==> config.mk <==
export PLATFORM = sky130hd
export DESIGN_NAME = hazard_unit
export DESIGN_NICKNAME = d
export VERILOG_FILES = /design/src/common/rv_pkg.sv /design/src/rtl/hazard_unit.sv
export SDC_FILE = /design/constraint.sdc
export NUM_CORES = 1
export LEC_CHECK = 0
export BUFFER_PORTS_ARGS = -buffer_cell sky130_fd_sc_hd__clkbuf_2
export CORE_AREA = 2 2 39 41
export DETAILED_ROUTE_END_ITERATION = 16
export DIE_AREA = 0 0 41 43
export GPL_TIMING_DRIVEN = 0
export PLACE_DENSITY = 0.77
export SLEW_MARGIN = 20
export SYNTH_ARGS = -nofsm -noshare
export SYNTH_HDL_FRONTEND = slang
export SYNTH_SLANG_ARGS = --single-unit
export TNS_END_PERCENT = 50
==> constraint.sdc <==
create_clock -name vclk -period 1.5
set_clock_uncertainty 0.1 [all_clocks]
set_input_delay 0.3 -clock vclk [all_inputs]
set_output_delay 0.3 -clock vclk [all_outputs]
set_load 0.01 [all_outputs]
==> src/common/rv_pkg.sv <==
package rv_pkg;

    localparam int xlen       = 32;
    localparam int imem_depth = 64;
    localparam int dmem_depth = 64;
    localparam int imem_aw    = 6;

    // Base opcodes of the supported RV32I subset
    localparam logic [6:0] op_rtype  = 7'b0110011;
    localparam logic [6:0] op_itype  = 7'b0010011;
    localparam logic [6:0] op_load   = 7'b0000011;
    localparam logic [6:0] op_store  = 7'b0100011;
    localparam logic [6:0] op_branch = 7'b1100011;
    localparam logic [6:0] op_jal    = 7'b1101111;
    localparam logic [6:0] op_lui    = 7'b0110111;

    localparam logic [31:0] nop_instr = 32'h0000_0013; // addi x0, x0, 0

    typedef enum logic [2:0] {
        alu_add, alu_sub, alu_and, alu_or, alu_slt, alu_pass_b
    } alu_op_t;

    // Operand source in execute
    typedef enum logic [1:0] {
        fwd_rf, fwd_mem, fwd_wb
    } fwd_sel_t;

    typedef struct packed {
        logic [6:0] funct7;
        logic [4:0] rs2;
        logic [4:0] rs1;
        logic [2:0] funct3;
        logic [4:0] rd;
        logic [6:0] opcode;
    } r_fmt_t;

    typedef struct packed {
        logic [11:0] imm;
        logic [4:0]  rs1;
        logic [2:0]  funct3;
        logic [4:0]  rd;
        logic [6:0]  opcode;
    } i_fmt_t;

    typedef struct packed {
        logic [6:0] imm_hi;
        logic [4:0] rs2;
        logic [4:0] rs1;
        logic [2:0] funct3;
        logic [4:0] imm_lo;
        logic [6:0] opcode;
    } s_fmt_t;

    typedef struct packed {
        logic       imm12;
        logic [5:0] imm10_5;
        logic [4:0] rs2;
        logic [4:0] rs1;
        logic [2:0] funct3;
        logic [3:0] imm4_1;
        logic       imm11;
        logic [6:0] opcode;
    } b_fmt_t;

    typedef struct packed {
        logic [19:0] imm;
        logic [4:0]  rd;
        logic [6:0]  opcode;
    } u_fmt_t;

    typedef struct packed {
        logic       imm20;
        logic [9:0] imm10_1;
        logic       imm11;
        logic [7:0] imm19_12;
        logic [4:0] rd;
        logic [6:0] opcode;
    } j_fmt_t;

    // One instruction word, six views
    typedef union packed {
        r_fmt_t r;
        i_fmt_t i;
        s_fmt_t s;
        b_fmt_t b;
        u_fmt_t u;
        j_fmt_t j;
    } instr_t;

endpackage

==> src/rtl/hazard_unit.sv <==
`timescale 1ns/1ns

module hazard_unit (
    input  logic [4:0]       rs1_d_i,
    input  logic [4:0]       rs2_d_i,
    input  logic [4:0]       rs1_e_i,
    input  logic [4:0]       rs2_e_i,
    input  logic [4:0]       rd_e_i,
    input  logic             load_e_i,
    input  logic [4:0]       rd_m_i,
    input  logic             we_m_i,
    input  logic [4:0]       rd_w_i,
    input  logic             we_w_i,
    input  logic             branch_taken_i,
    output rv_pkg::fwd_sel_t fwd_a_o,
    output rv_pkg::fwd_sel_t fwd_b_o,
    output logic             stall_o,
    output logic             flush_o
);
    import rv_pkg::*;

    // Youngest producer wins
    function automatic fwd_sel_t pick_src(input logic [4:0] rs);
        if (rs == 5'd0) begin
            return fwd_rf;
        end else if (we_m_i && rd_m_i == rs) begin
            return fwd_mem;
        end else if (we_w_i && rd_w_i == rs) begin
            return fwd_wb;
        end
        return fwd_rf;
    endfunction

    assign fwd_a_o = pick_src(rs1_e_i);
    assign fwd_b_o = pick_src(rs2_e_i);

    // Load data is only ready from writeback
    assign stall_o = load_e_i && rd_e_i != 5'd0 &&
                     (rd_e_i == rs1_d_i || rd_e_i == rs2_d_i);
    assign flush_o = branch_taken_i;

endmodule

==> flow_metrics.tcl <==
set metrics [dict create \
    portBuffers 44 \
    powerDensity_nw_per_um2 254 \
    yosys.area.top_type_share 0.333 \
    drc 0 \
    clkPwrFrac 0 \
    finalSetupViolCount 5 \
    diodes 0 \
    fin_crit_sh 1.17 \
    num_io_pins 45 \
    seq_cells 0 \
    vias 541 \
    status "finished, violations left" \
    drt-initial-drc-count 5 \
    firstDrtPassIters 4 \
    nClkBuffers 0 \
    ant_nets 0 \
    synthesis.area_sq_um 420 \
    slew_violations 0 \
    rsz0062_at_grt "true" \
    syn_area_per_cell_sq_um 7.79 \
    p_switching_uw 78.0 \
    core_sq_um 1380 \
    grt_pass1_vias 540 \
    post-place-cells 114 \
    p_int_uw 104 \
    yosysUniqueCellTypes 14 \
    grt_pass1_wl_mm 2.09 \
    setup_ws_ns -0.253 \
    crit_type "in -> out" \
    worstMarginPinSlew_ns 0.244 \
    ys_warn_count 0 \
    start_util 0.304 \
    period_minus_slack_ns 1.75 \
    hold_class "in -> out" \
    via_per_inst 4.70 \
    yosysSeqAreaShare 0 \
    startpoint_type "input pin" \
    grt-ovfl-total 0 \
    fmax_mhz 570 \
    power_frac_comb 1.000 \
    cp_max_fo 3 \
    critical_path_arrival_ns 1.35 \
    min_from "branch_taken_i" \
    ys_top_cells_by_area "xnor2_1 (33%), xor2_1 (29%), nor2_4 (5.4%)" \
    hpwl_mm 1.16 \
    worst_ep_required_time_ns 1.10 \
    peakVddDrop_mv 0.104 \
    hold_viol 0 \
    seqCellArea_sq_um 0 \
    drive_gt1_frac 0.505 \
    critPathCaptureType "output pin" \
    grt_max_degree 4 \
    fill_cells 146 \
    failed_checks "negative setup slack" \
    cts_hold_buf 0 \
    syn_inst 54 \
    syn_to_final_growth_pct 70.5 \
    hold_path_depth 2 \
    dieWidth_um 41 \
    wire_per_inst_um 10.9 \
    antenna_found_initial 0 \
    syn-num-nets 93 \
    layout.core_utilization 0.518 \
    routed_wl_mm 1.25 \
    dieArea_sq_um 1760 \
    die_h_um 43 \
    instances_no_fill 115 \
    place_congestion 0.884 \
    maxSlewHeadroom 0.836 \
    hold_end "flush_o" \
    p_sw_frac 0.427 \
    cap_violations 0 \
    power_leakage_uw 0.000346 \
    fin_nets 140 \
    rows 14 \
    grt_util_all_layers 0.160 \
    p_seq_frac 0 \
    post-synth-top-area-cell "xnor2_1" \
]
layer usage:
layer / part of all wire / vias to the layer above / track usage
li1: - / 278 / -
met1: 0.37 / 254 / 0.174
met2: 0.60 / 7 / 0.309
met3: 0.018 / 2 / 0.0105
met4: 0.0096 / 0 / 0.0267
met5: 0 / - / 0
placed cells by master (no fill, tap or decap):
cell,instances
a21oi_1,1
and4_1,2
buf_2,1
buf_4,1
buf_6,1
buf_8,1
clkbuf_2,38
clkbuf_8,4
nand3_1,4
nand4_1,2
nor2_1,4
nor2_4,2
nor3_1,2
nor4_1,2
o21ai_1,1
or4_1,1
or4_4,2
xnor2_1,16
xor2_1,14
layout make-up:
type / count / area [sq um] / share of cell area
well taps: 16 / 20.0 / 0.0279
repair buffers: 45 / 277 / 0.386
multi-input cells: 53 / 413 / 0.576
plain buffers: 1 / 7.51 / 0.0105
worst max path at each step:
stage / start / to / cells after the start
6_report: rs2_e_i[3] / fwd_b_o[1] / 6
5_1_grt: rs1_e_i[4] / fwd_a_o[1] / 6
4_1_cts: rs2_e_i[3] / fwd_b_o[1] / 6
3_5_place_dp: rs2_e_i[1] / fwd_b_o[1] / 6
3_3_place_gp: rs1_e_i[2] / fwd_a_o[1] / 6
2_1_floorplan: rs1_e_i[2] / fwd_a_o[1] / 4
Yosys cell counts:
cell type  count
a21oi_1        1
nor2_1         4
xnor2_1       16
nor3_1         2
nand3_1        4
nor2_4         2
nor4_1         2
or4_4          2
and4_1         2
xor2_1        14
or4_1          1
o21ai_0        1
nand4_1        2
buf_4          1
worst max-delay path, stage by stage:
cell      delay [ns]
clkbuf_8        0.12
or4_4           0.54
nor2_4          0.10
nor2_1          0.04
and4_1          0.14
clkbuf_2        0.12
through the flow:
stage / total power, uW / setup TNS, ns / setup slack [ns] / hold slack, ns / cell area (sq um)
global placement: 166 / -1.02 / -0.270 / 0.691 / 661
detailed placement: 169 / -1.03 / -0.272 / 0.692 / 661
floorplan: 79.6 / -0.0517 / -0.0258 / 0.592 / 420
finish: 182 / -0.892 / -0.253 / 0.692 / 717
CTS: 183 / -0.947 / -0.258 / 0.693 / 712
global route: 200 / -1.10 / -0.286 / 0.696 / 717
kinds of logic (layout without fill, tap and decap cells):
group | after synthesis | in the layout | share of synthesized area
compound gates | 2 | 2 | 0.0238
xor+xnor | 30 | 30 | 0.625
buf+inv | 1 | 46 | 0.0179
simple gates | 21 | 21 | 0.333
timing repair:
| action | 4_1_cts | 5_1_grt |
|---|---|---|
| setup buffers | 1 | 0 |
| setup endpoints to repair | 5 | 5 |
| gates resized for setup | 6 | 3 |
| endpoints found under the hold margin | 0 | 0 |
| pin swaps | 4 | 1 |
power by group through the flow:
stage	logic, uW	registers, uW	clock network (uW)
5_1_grt	200	0	0
2_1_floorplan	79.6	0	0
3_5_place_dp	169	0	0
3_3_place_gp	166	0	0
6_report	182	0	0
4_1_cts	183	0	0
Note: power is estimated with default switching activity, not from simulation.
