`src/common/rv_pkg.sv`:
```
package rv_pkg;

    localparam int xlen       = 32;
    localparam int imem_depth = 64;
    localparam int dmem_depth = 64;
    localparam int imem_aw    = 6;

    // Base opcodes of the supported RV32I subset
    localparam logic [6:0] op_rtype  = 7'b0110011;
    localparam logic [6:0] op_itype  = 7'b0010011;
    localparam logic [6:0] op_load   = 7'b0000011;
    localparam logic [6:0] op_store  = 7'b0100011;
    localparam logic [6:0] op_branch = 7'b1100011;
    localparam logic [6:0] op_jal    = 7'b1101111;
    localparam logic [6:0] op_lui    = 7'b0110111;

    localparam logic [31:0] nop_instr = 32'h0000_0013; // addi x0, x0, 0

    typedef enum logic [2:0] {
        alu_add, alu_sub, alu_and, alu_or, alu_slt, alu_pass_b
    } alu_op_t;

    // Operand source in execute
    typedef enum logic [1:0] {
        fwd_rf, fwd_mem, fwd_wb
    } fwd_sel_t;

    typedef struct packed {
        logic [6:0] funct7;
        logic [4:0] rs2;
        logic [4:0] rs1;
        logic [2:0] funct3;
        logic [4:0] rd;
        logic [6:0] opcode;
    } r_fmt_t;

    typedef struct packed {
        logic [11:0] imm;
        logic [4:0]  rs1;
        logic [2:0]  funct3;
        logic [4:0]  rd;
        logic [6:0]  opcode;
    } i_fmt_t;

    typedef struct packed {
        logic [6:0] imm_hi;
        logic [4:0] rs2;
        logic [4:0] rs1;
        logic [2:0] funct3;
        logic [4:0] imm_lo;
        logic [6:0] opcode;
    } s_fmt_t;

    typedef struct packed {
        logic       imm12;
        logic [5:0] imm10_5;
        logic [4:0] rs2;
        logic [4:0] rs1;
        logic [2:0] funct3;
        logic [3:0] imm4_1;
        logic       imm11;
        logic [6:0] opcode;
    } b_fmt_t;

    typedef struct packed {
        logic [19:0] imm;
        logic [4:0]  rd;
        logic [6:0]  opcode;
    } u_fmt_t;

    typedef struct packed {
        logic       imm20;
        logic [9:0] imm10_1;
        logic       imm11;
        logic [7:0] imm19_12;
        logic [4:0] rd;
        logic [6:0] opcode;
    } j_fmt_t;

    // One instruction word, six views
    typedef union packed {
        r_fmt_t r;
        i_fmt_t i;
        s_fmt_t s;
        b_fmt_t b;
        u_fmt_t u;
        j_fmt_t j;
    } instr_t;

endpackage

```
`src/rtl/fetch_stage.sv`:
```
`timescale 1ns/1ns

module fetch_stage (
    input  logic                      clk,
    input  logic                      rst,
    input  logic                      trigger_i,
    input  logic                      imem_wr_en_i,
    input  logic [rv_pkg::imem_aw-1:0] imem_addr_i,
    input  logic [rv_pkg::xlen-1:0]   imem_wdata_i,
    input  logic                      stall_i,
    input  logic                      flush_i,
    input  logic                      branch_taken_i,
    input  logic [rv_pkg::xlen-1:0]   branch_target_i,
    output logic [31:0]               instr_d_o,
    output logic [rv_pkg::xlen-1:0]   pc_d_o,
    output logic [rv_pkg::xlen-1:0]   pc_o
);
    import rv_pkg::*;

    logic            started;
    logic [xlen-1:0] pc_q;
    logic [31:0]     imem [imem_depth];
    logic [31:0]     instr_f;

    // Start latch, set once and held until reset
    always_ff @(posedge clk or posedge rst) begin
        if (rst) begin
            started <= 1'b0;
        end else if (trigger_i) begin
            started <= 1'b1;
        end
    end

    always_ff @(posedge clk or posedge rst) begin
        if (rst) begin
            pc_q <= '0;
        end else if (branch_taken_i) begin
            pc_q <= branch_target_i; // Redirect from execute
        end else if (started && !stall_i) begin
            pc_q <= pc_q + xlen'(4);
        end
    end

    // Program load port, only used while idle
    always_ff @(posedge clk) begin
        if (imem_wr_en_i) begin
            imem[imem_addr_i] <= imem_wdata_i;
        end
    end

    assign instr_f = imem[pc_q[imem_aw+1:2]]; // Word addressed

    // Fetch/decode register, NOP until the core is started
    always_ff @(posedge clk or posedge rst) begin
        if (rst) begin
            instr_d_o <= nop_instr;
            pc_d_o    <= '0;
        end else if (!started || flush_i) begin
            instr_d_o <= nop_instr;
        end else if (!stall_i) begin
            instr_d_o <= instr_f;
            pc_d_o    <= pc_q;
        end
    end

    assign pc_o = pc_q;

endmodule

```
`config.mk`:
```
export PLATFORM = sky130hd
export DESIGN_NAME = fetch_stage
export DESIGN_NICKNAME = d
export VERILOG_FILES = /design/src/common/rv_pkg.sv /design/src/rtl/fetch_stage.sv
export SDC_FILE = /design/constraint.sdc
export NUM_CORES = 2
export LEC_CHECK = 0
export BUFFER_PORTS_ARGS = -buffer_cell sky130_fd_sc_hd__buf_2
export CORE_MARGIN = 1
export CORE_UTILIZATION = 47
export CTS_CLUSTER_SIZE = 14
export DETAILED_ROUTE_END_ITERATION = 10
export PLACE_DENSITY = 0.65
export REMOVE_ABC_BUFFERS = 1
export SETUP_SLACK_MARGIN = 0.15
export SKIP_CTS_REPAIR_TIMING = 1
export SYNTH_ARGS = -nofsm -noshare
export SYNTH_HDL_FRONTEND = slang
export SYNTH_SLANG_ARGS = --single-unit
```
`constraint.sdc`:
```
create_clock -name clk -period 3.1 [get_ports clk]
set_clock_uncertainty 0.15 [all_clocks]
set_input_delay 0.31 -clock clk [delete_from_list [all_inputs] [get_ports clk]]
set_output_delay 0.31 -clock clk [all_outputs]
set_load 0.01 [all_outputs]
```
==> impl_results.md <==
- Placer Congestion: 0.809
- Area added between synthesis and finish: 16.6%
- Max incr delay on CP: around 0.55 ns
- First-pass GRT wire length: just over 300000 um
- RSZ-0062 raised after global routing: yes
- Via density: 6.09
- Post-Syn Area per Cell: 22.2 um^2
- First-pass DRT Iterations: 6
- Hold path cells: 3
- Gate power share: 9.8%
- Total power: 62.7 mW
- Pleak: 30.9 nW
- Final Instance Count excl. Fillers: 6752
- CTS Root Cell: clkbuf_16
- Max Freq: 0.332 GHz
- Cell with the most instances after synthesis: edfxtp_1
- Reg-to-Reg Start: pc_o[2]
- Pwr dens: about 650 nW/um^2
- Worst path cell trace: buf_12, buf_12, buf_4, mux4_2, mux2_2, o211ai_1, nand4_1
- Worst Path Required: 3.63 ns
- Die Y: 421 um
- Layout cells sized above 1: 32.3%
- Sequential share of power: 51.7%
- Final hold vios: 0
- Crit end category: flip-flop
- Status: finished clean
- CP max-delay cell: o211ai_1
- Initial antenna violation count: 11
- Slack of the critical path: 0.0868 ns
- Top cell type by total area after synthesis: edfxtp_1
- Synth Warn #: 0
- Sinks on Clock Net: 2145
- Main area contributors after synthesis: edfxtp_1, mux4_2, dfrtp_1, mux2i_1, nand2_1
- Register area share after synthesis: 77.5%
- Nets: 4330
- Fin crit share: 97.2%
- Tightest Hold Check Type: input pin to flip-flop
- CTS Buf Count: 202
- Max IR drop VDD: 0.000665 V
- Slew HR: 15.9%
- Largest net degree at the start of global routing: 66
- WL final: 214000 um
- Share of the synthesized area in the top cell type: approximately three quarters
- CTS Buffer Depth: 3
- P_sw: 14.1 mW
- Initial core utilization: 47.4%
- WL per Instance: 31.6 um
- Setup TNS: 0 ns
- Fin crit period: between 3 and 4 ns
- Final Core Density: 55.2%
- Cell variety after synth: 64
- Vias in the first global route: 40952
- Row count: 153
- Post-DP HPWL: 120000 um
- Crit Path Max Fanout: 29
- Main synth FF type: edfxtp_1
- Power Internal: 48.6 mW
- # IOs: ~170
- Cells after Synth: 3720
- CP delay by family, top: multiplexers
- Crit path kind: flip-flop to flip-flop
- CTS tree: done
- Die ar.: between 150000 and 200000 um^2
- RR Endpoint: instr_d_o[20]
- Critical path's most frequent cell: buf_12
- Worst Max-Slew Pin Slew: 1.26 ns
- Max-slew violations: 0
- Cell Area, Synth: ~83000 um^2
- # port buffers: about 170
- R2R cell count: 7
- Critical Path Source Type: flip-flop
- GR Overflow Total: 0
- Post-synth EDFFs: 2048
- Final number of setup-violating endpoints: 0
- Sw frac: 22.4%
- WP buf/inv: 3
- Hold Startpoint: imem_addr_i[2]
- Worst-path clk slew: around 0.06 ns
- Clk_lat worst skew: 0.84 ns
- Max_cap viols: 0
- Pre-CTS WS: -0.163 ns
- Post-DRT Antenna Nets: 0
- Hold EP: imem[49][8]
- DR vias: 41138
- Residual DRC: 0
- Global Route Usage Sum: 24.0%
- Async SR Flop Fraction: between 4 and 5%
- Critical Path AT: ~3.5 ns
- Leading cell types by count after synthesis: edfxtp_1, mux4_2, nand2_1
- H-tree levels: 4
- Reg-to-reg setup timing slack: around 0.087 ns
- Placed Cells: 6299
- Die X: 421 um
- Number of synthesized register bits: 2145
- Starting DRT DRC Count: 4800
- Clock power share: a little under two fifths
- Core Box Area: between 150000 and 200000 um^2
## layer usage
metal  vias to the layer above  share of wire [%]  GRT usage [%]
li1                      16676                  -              -
met3                       359                7.8           4.01
met2                      1969                 49           39.0
met5                         -             0.0089              0
met4                         4                3.2           7.94
met1                     22130                 40           33.3
## power groups by stage
stage,registers [mW],logic (mW),clock network (mW)
floorplan,33.6,4.79,0
global placement,33.1,6.00,0
detailed placement,33.1,6.05,0
CTS,32.5,6.07,24.4
global route,32.4,6.53,25.5
finish,32.4,6.17,24.1
## final cells by class
| class | instances | area, um^2 |
|---|---|---|
| fillers | 12908 | 78000 |
| flip-flops and latches | 2145 | 63900 |
| multi-input cells | 1368 | 17900 |
| clock buffers | 285 | 5680 |
| repair buffers | 524 | 4910 |
| well taps | 2325 | 2910 |
| clock inverters | 91 | 749 |
| inverters | 11 | 43.8 |
| diodes | 3 | 7.51 |
## metrics by stage
step / instance area, um^2 / hold slack [ns]
global placement: 89000 / 0.298
finish: 96200 / 0.0594
floorplan: 81400 / 0.251
global route: 96200 / 0.0465
detailed placement: 89000 / 0.304
CTS: 95400 / -0.607
## how the worst max path moves through the flow
stage,depth (start not counted),endpoint,startpoint
CTS,7,instr_d_o[7],pc_o[2]
global route,7,instr_d_o[20],pc_o[2]
finish,7,instr_d_o[20],pc_o[2]
global placement,7,instr_d_o[7],pc_o[2]
floorplan,4,pc_o[27],pc_o[2]
detailed placement,7,instr_d_o[7],pc_o[2]
## registers in the layout (all words and copies together) (netlist names)
register / cells
imem: 2048
instr_d_o: 32
pc_d_o: 32
pc_o: 32
started: 1
## cells in the final DEF, fill, tap and decap left out, types with 34 or more instances in the layout
cell,n
nand2_1,198
clkbuf_16,204
buf_4,195
clkinv_2,34
buf_2,172
mux2i_1,114
nor2_4,64
buf_12,101
dfrtp_1,89
edfxtp_1,2048
o21ai_0,34
mux4_2,548
dlygate4sd3_1,54
clkbuf_1,54
nor2_1,70
## cells by family after synthesis
kind of cell | Yosys count | synth area share, %
xor gates and xnor gates | 24 | 0.255
adders and majority gates | 1 | 0.0152
and+or+nand+nor | 470 | 2.55
muxes | 696 | 16.8
buffers and inverters | 207 | 1.41
AOI/OAI and AO/OA | 177 | 1.50
DFF | 2145 | 77.5
## worst min-delay path: stages
cell and delay, ns:
buf_2 0.21, nor3_2 0.09, buf_12 0.21
No activity file was read; power rests on OpenSTA's default activity.
