==> config.mk <==
export PLATFORM = sky130hd
export DESIGN_NAME = execute_stage
export DESIGN_NICKNAME = d
export VERILOG_FILES = /design/src/common/rv_pkg.sv /design/src/rtl/execute_stage.sv
export SDC_FILE = /design/constraint.sdc
export NUM_CORES = 1
export LEC_CHECK = 0
export BUFFER_PORTS_ARGS = -buffer_cell sky130_fd_sc_hd__buf_4
export CORE_MARGIN = 2
export CORE_UTILIZATION = 53
export CTS_BUF_LIST = sky130_fd_sc_hd__clkbuf_4 sky130_fd_sc_hd__clkbuf_8 sky130_fd_sc_hd__clkbuf_16
export DETAILED_ROUTE_END_ITERATION = 10
export HOLD_SLACK_MARGIN = 0.06
export PLACE_DENSITY_LB_ADDON = 0.1
export SYNTH_ARGS = -nofsm -noshare
export SYNTH_HDL_FRONTEND = slang
export SYNTH_SLANG_ARGS = --single-unit
==> constraint.sdc <==
create_clock -name clk -period 6.1 [get_ports clk]
set_clock_uncertainty 0.15 [all_clocks]
set_input_delay 0.915 -clock clk [delete_from_list [all_inputs] [get_ports clk]]
set_output_delay 0.915 -clock clk [all_outputs]
set_load 0.02 [all_outputs]
==> src/common/rv_pkg.sv <==
package rv_pkg;

    localparam int xlen       = 32;
    localparam int imem_depth = 64;
    localparam int dmem_depth = 64;
    localparam int imem_aw    = 6;

    // Base opcodes of the supported RV32I subset
    localparam logic [6:0] op_rtype  = 7'b0110011;
    localparam logic [6:0] op_itype  = 7'b0010011;
    localparam logic [6:0] op_load   = 7'b0000011;
    localparam logic [6:0] op_store  = 7'b0100011;
    localparam logic [6:0] op_branch = 7'b1100011;
    localparam logic [6:0] op_jal    = 7'b1101111;
    localparam logic [6:0] op_lui    = 7'b0110111;

    localparam logic [31:0] nop_instr = 32'h0000_0013; // addi x0, x0, 0

    typedef enum logic [2:0] {
        alu_add, alu_sub, alu_and, alu_or, alu_slt, alu_pass_b
    } alu_op_t;

    // Operand source in execute
    typedef enum logic [1:0] {
        fwd_rf, fwd_mem, fwd_wb
    } fwd_sel_t;

    typedef struct packed {
        logic [6:0] funct7;
        logic [4:0] rs2;
        logic [4:0] rs1;
        logic [2:0] funct3;
        logic [4:0] rd;
        logic [6:0] opcode;
    } r_fmt_t;

    typedef struct packed {
        logic [11:0] imm;
        logic [4:0]  rs1;
        logic [2:0]  funct3;
        logic [4:0]  rd;
        logic [6:0]  opcode;
    } i_fmt_t;

    typedef struct packed {
        logic [6:0] imm_hi;
        logic [4:0] rs2;
        logic [4:0] rs1;
        logic [2:0] funct3;
        logic [4:0] imm_lo;
        logic [6:0] opcode;
    } s_fmt_t;

    typedef struct packed {
        logic       imm12;
        logic [5:0] imm10_5;
        logic [4:0] rs2;
        logic [4:0] rs1;
        logic [2:0] funct3;
        logic [3:0] imm4_1;
        logic       imm11;
        logic [6:0] opcode;
    } b_fmt_t;

    typedef struct packed {
        logic [19:0] imm;
        logic [4:0]  rd;
        logic [6:0]  opcode;
    } u_fmt_t;

    typedef struct packed {
        logic       imm20;
        logic [9:0] imm10_1;
        logic       imm11;
        logic [7:0] imm19_12;
        logic [4:0] rd;
        logic [6:0] opcode;
    } j_fmt_t;

    // One instruction word, six views
    typedef union packed {
        r_fmt_t r;
        i_fmt_t i;
        s_fmt_t s;
        b_fmt_t b;
        u_fmt_t u;
        j_fmt_t j;
    } instr_t;

endpackage

==> src/rtl/execute_stage.sv <==
`timescale 1ns/1ns

module execute_stage (
    input  logic                    clk,
    input  logic                    rst,
    input  logic [4:0]              rd_i,
    input  logic [rv_pkg::xlen-1:0] rs1_val_i,
    input  logic [rv_pkg::xlen-1:0] rs2_val_i,
    input  logic [rv_pkg::xlen-1:0] imm_i,
    input  logic [rv_pkg::xlen-1:0] pc_i,
    input  rv_pkg::alu_op_t         alu_op_i,
    input  logic                    alu_src_imm_i,
    input  logic                    we_i,
    input  logic                    load_i,
    input  logic                    store_i,
    input  logic                    branch_i,
    input  logic                    jal_i,
    input  logic [2:0]              funct3_i,
    input  rv_pkg::fwd_sel_t        fwd_a_i,
    input  rv_pkg::fwd_sel_t        fwd_b_i,
    input  logic [rv_pkg::xlen-1:0] mem_fwd_i,
    input  logic [rv_pkg::xlen-1:0] wb_fwd_i,
    output logic                    branch_taken_o,
    output logic [rv_pkg::xlen-1:0] branch_target_o,
    output logic [rv_pkg::xlen-1:0] alu_result_o,
    output logic [rv_pkg::xlen-1:0] store_data_o,
    output logic [4:0]              rd_m_o,
    output logic                    we_m_o,
    output logic                    load_m_o,
    output logic                    store_m_o,
    output logic [rv_pkg::xlen-1:0] link_m_o,
    output logic                    jal_m_o,
    output logic [4:0]              rd_e_o,
    output logic                    we_e_o,
    output logic                    load_e_o
);
    import rv_pkg::*;

    logic [xlen-1:0] opa, opb, src_b, alu_y;
    logic            cond;

    // Forwarding muxes
    always_comb begin
        case (fwd_a_i)
            fwd_mem: opa = mem_fwd_i;
            fwd_wb:  opa = wb_fwd_i;
            default: opa = rs1_val_i;
        endcase
        case (fwd_b_i)
            fwd_mem: opb = mem_fwd_i;
            fwd_wb:  opb = wb_fwd_i;
            default: opb = rs2_val_i;
        endcase
    end

    assign src_b = alu_src_imm_i ? imm_i : opb;

    always_comb begin
        case (alu_op_i)
            alu_sub:    alu_y = opa - src_b;
            alu_and:    alu_y = opa & src_b;
            alu_or:     alu_y = opa | src_b;
            alu_slt:    alu_y = {{(xlen-1){1'b0}}, $signed(opa) < $signed(src_b)};
            alu_pass_b: alu_y = src_b; // LUI
            default:    alu_y = opa + src_b;
        endcase
    end

    // Branch compare on the forwarded register values
    always_comb begin
        case (funct3_i)
            3'b000:  cond = (opa == opb);                   // BEQ
            3'b001:  cond = (opa != opb);                   // BNE
            3'b100:  cond = ($signed(opa) < $signed(opb));  // BLT
            default: cond = 1'b0;
        endcase
    end

    assign branch_taken_o  = jal_i || (branch_i && cond);
    assign branch_target_o = pc_i + imm_i;

    assign rd_e_o   = rd_i;
    assign we_e_o   = we_i;
    assign load_e_o = load_i;

    // Execute/memory register
    always_ff @(posedge clk or posedge rst) begin
        if (rst) begin
            rd_m_o    <= '0;
            we_m_o    <= 1'b0;
            load_m_o  <= 1'b0;
            store_m_o <= 1'b0;
            jal_m_o   <= 1'b0;
        end else begin
            rd_m_o    <= rd_i;
            we_m_o    <= we_i;
            load_m_o  <= load_i;
            store_m_o <= store_i;
            jal_m_o   <= jal_i;
        end
    end

    always_ff @(posedge clk) begin
        alu_result_o <= alu_y;
        store_data_o <= opb;
        link_m_o     <= pc_i + xlen'(4); // Return address for JAL
    end

endmodule

==> flow_summary.yaml <==
run_status:
  outcome: "finished, final reports clean"
route:
  drt_wl_total_mm: 47.9
  viasPerCell: 6.23
  vias: 13707
  route.detailed.drc: 0
  routed-wl-met2_mm: 22.1
  dr_wl_met3_mm: 4.86
  ant_nets: 0
  wl_met1_mm: 17.8
  first_iter_violations: 1239
  wl_per_cell_um: 21.8
  routed.top_layer: "met4"
  dr.pass1.iters: 6
floorplanning:
  initial_core_util: 0.535
  ios: 360
  die_width_um: 152
  dieArea_mm2: 0.0230
  core_area_mm2: 0.0216
  row_count: 54
  die_h_um: 152
yosys:
  synthFlopType: "dfxtp_1"
  synth_top_cell_area_share: 0.176
  synth_most_common_cell: "ha_1"
  synth_area_mm2: 0.0116
  syn_inst: 1596
  synth_nets: 1977
  yosysTopAreaCell: "ha_1"
  synthTopCellsByArea: "ha_1, dfxtp_1, a21oi_1"
  ys_top_cells_by_count: "ha_1, a21oi_1, nor2_1, inv_1, nand2_1"
  synth_seq_cells: 105
  ys_types: 77
  synth_edf_count: 0
  ys_async_sr_fraction: 0.0857
  syn_area_per_cell_um2: 7.25
  yosys_warnings: 0
  yosysSeqAreaShare: 0.186
sta:
  fin_crit_sh: 0.947
  max-slew-margin-rel: 0.218
  setup_viol: 0
  fin_setup_tns_ns: 0
  drv_slew: 0
  min_period_ns: 5.78
  fmax_ghz: 0.173
  hold_viol_final: 0
  tightest_slew_ns: 1.17
  rsz0062_at_grt: "no"
worst_setup_path:
  worst-path-max-fanout: 11
  critical_path_arrival_ns: 4.71
  startpoint: "fwd_a_i[1]"
  cp.required_ns: 5.03
  crit_slowest_cell: "o21ai_0"
  worstSetupEndpointType: "output pin"
  crit_top_cell: "buf_4"
  worstPathBufferInverterCount: 4
  path_class: "in2out"
  worstSetupStartpointType: "primary input"
  cpPeakStageDelay_ns: 0.65
  cp_cell_sequence: "buf_4 > inv_1 > ha_1 > buf_4 > a22oi_1 > o21ai_0 > ha_1 > nand4_1 > or2_2 > nor4_1 > nand3_1 > o221ai_1 > mux2i_1 > o41ai_1 > buf_4"
  path_delay_family: "compound AO/OA/AOI/OAI gates"
final_layout:
  seq_area_mm2: 0.00215
  finalNetCount: 2295
  fillCellCount: 1989
  drive_gt1_frac: 0.231
  multi_input_area_mm2: 0.00850
  utilization: 0.688
  area_growth_pct: 28.5
cts:
  post_cts_buffers: 0
  cts_made_buffers: 9
  tritoncts: "yes"
  cts.hold.buffers_added: 0
  cts_resized: 0
  clockBufferDepth: 2
  clkTransAtPathRegs_ns: 0.10
  cts_sinks: 105
  cts-root-buf: "clkbuf_16"
  htree_levels: 3
power:
  clkPwrFrac: 0.191
  p_per_area_mw_per_mm2: 231
  power.internal_mw: 1.87
  seq_power_share: 0.238
  comb_power_share: 0.571
  leakagePower_nw: 7.20
  p_total_mw: 3.44
  sw_frac_of_total: 0.457
  p_sw_mw: 1.57
  irDropWorstVdd_v: 0.000161
global_routing:
  grt_max_degree: 64
  grt_pass1_wl_mm: 70.0
  grt_pass1_vias: 12837
  grt_use_total: 0.395
  overflow: 0
  antenna_found_initial: 1
placement:
  gp_congestion: 1.02
  port_buffers: 359
  hpwl_mm: 38.4
run:
  drv_cap: 0
hold_path:
  min_path_type: "in2async"
[worst paths after layout]
check                            endpoint  slack, ns  cells after the start
worst max-delay path       branch_taken_o       0.32                     15
worst min-delay path            rd_m_o[4]       0.33                      2
max in group asynchronous       rd_m_o[0]       5.20                      2
min in group clk                   we_m_o       0.49                      1
[state kept, by name, indices dropped and copies added, names as in the netlist]
register and count:
alu_result_o 32, jal_m_o 1, link_m_o 32, load_m_o 1, rd_m_o 5, store_data_o 32
store_m_o 1, we_m_o 1
[area by class of cell]
| cell class | count | area share |
|---|---|---|
| multi-input cells | 1252 | 0.572 |
| well taps | 280 | 0.0236 |
| clock inverters | 7 | 0.00581 |
| clock buffers | 9 | 0.0151 |
| repair buffers | 395 | 0.201 |
| inverters | 151 | 0.0381 |
| flip-flops and latches | 105 | 0.144 |
| diodes | 1 | 0.000168 |
[kinds of logic after synthesis]
kind of cell               count (synthesis)  synth area share
xor gates and xnor gates                  66            0.0500
AOI/OAI and AO/OA                        581             0.331
DFF                                      105             0.186
and+or+nand+nor                          432             0.165
buffers and inverters                    239            0.0811
adders and majority gates                166             0.181
muxes                                      7           0.00627
[placed cells by master (no fill, tap or decap), drive strengths merged, types with 18 or more instances in the layout]
| cell | count |
|---|---|
| a21o | 35 |
| a21oi | 158 |
| a22oi | 75 |
| buf | 395 |
| dfxtp | 96 |
| ha | 163 |
| inv | 155 |
| nand2 | 143 |
| nand3 | 27 |
| nor2 | 157 |
| nor2b | 19 |
| nor3 | 28 |
| o21ai | 137 |
| o221ai | 22 |
| xnor2 | 48 |
| xor2 | 18 |
[metrics by stage]
step	instance area, um^2	setup slack (ns)	cells	hold slack (ns)
final	14900	0.322	2200	0.326
after global routing	14900	0.122	2199	0.353
after CTS	14900	0.411	2199	0.343
after detailed placement	14600	0.454	2183	0.751
after global placement	14600	0.577	2183	0.744
after floorplan	11600	0.291	1596	0.593
[metal layers]
metal  track usage  vias to the layer above
li1              -                     6348
met1         0.467                     6312
met2         0.659                      870
met3        0.0853                      177
met4         0.229                        0
met5             0                        -
[power by group through the flow]
stage	clock (mW)	combinational (mW)	sequential, mW
3_3_place_gp	0	1.90	0.830
5_1_grt	0.679	2.11	0.825
3_5_place_dp	0	1.91	0.833
4_1_cts	0.659	1.92	0.817
6_report	0.658	1.96	0.817
2_1_floorplan	0	1.07	0.954
No activity file was read; power rests on OpenSTA's default activity.
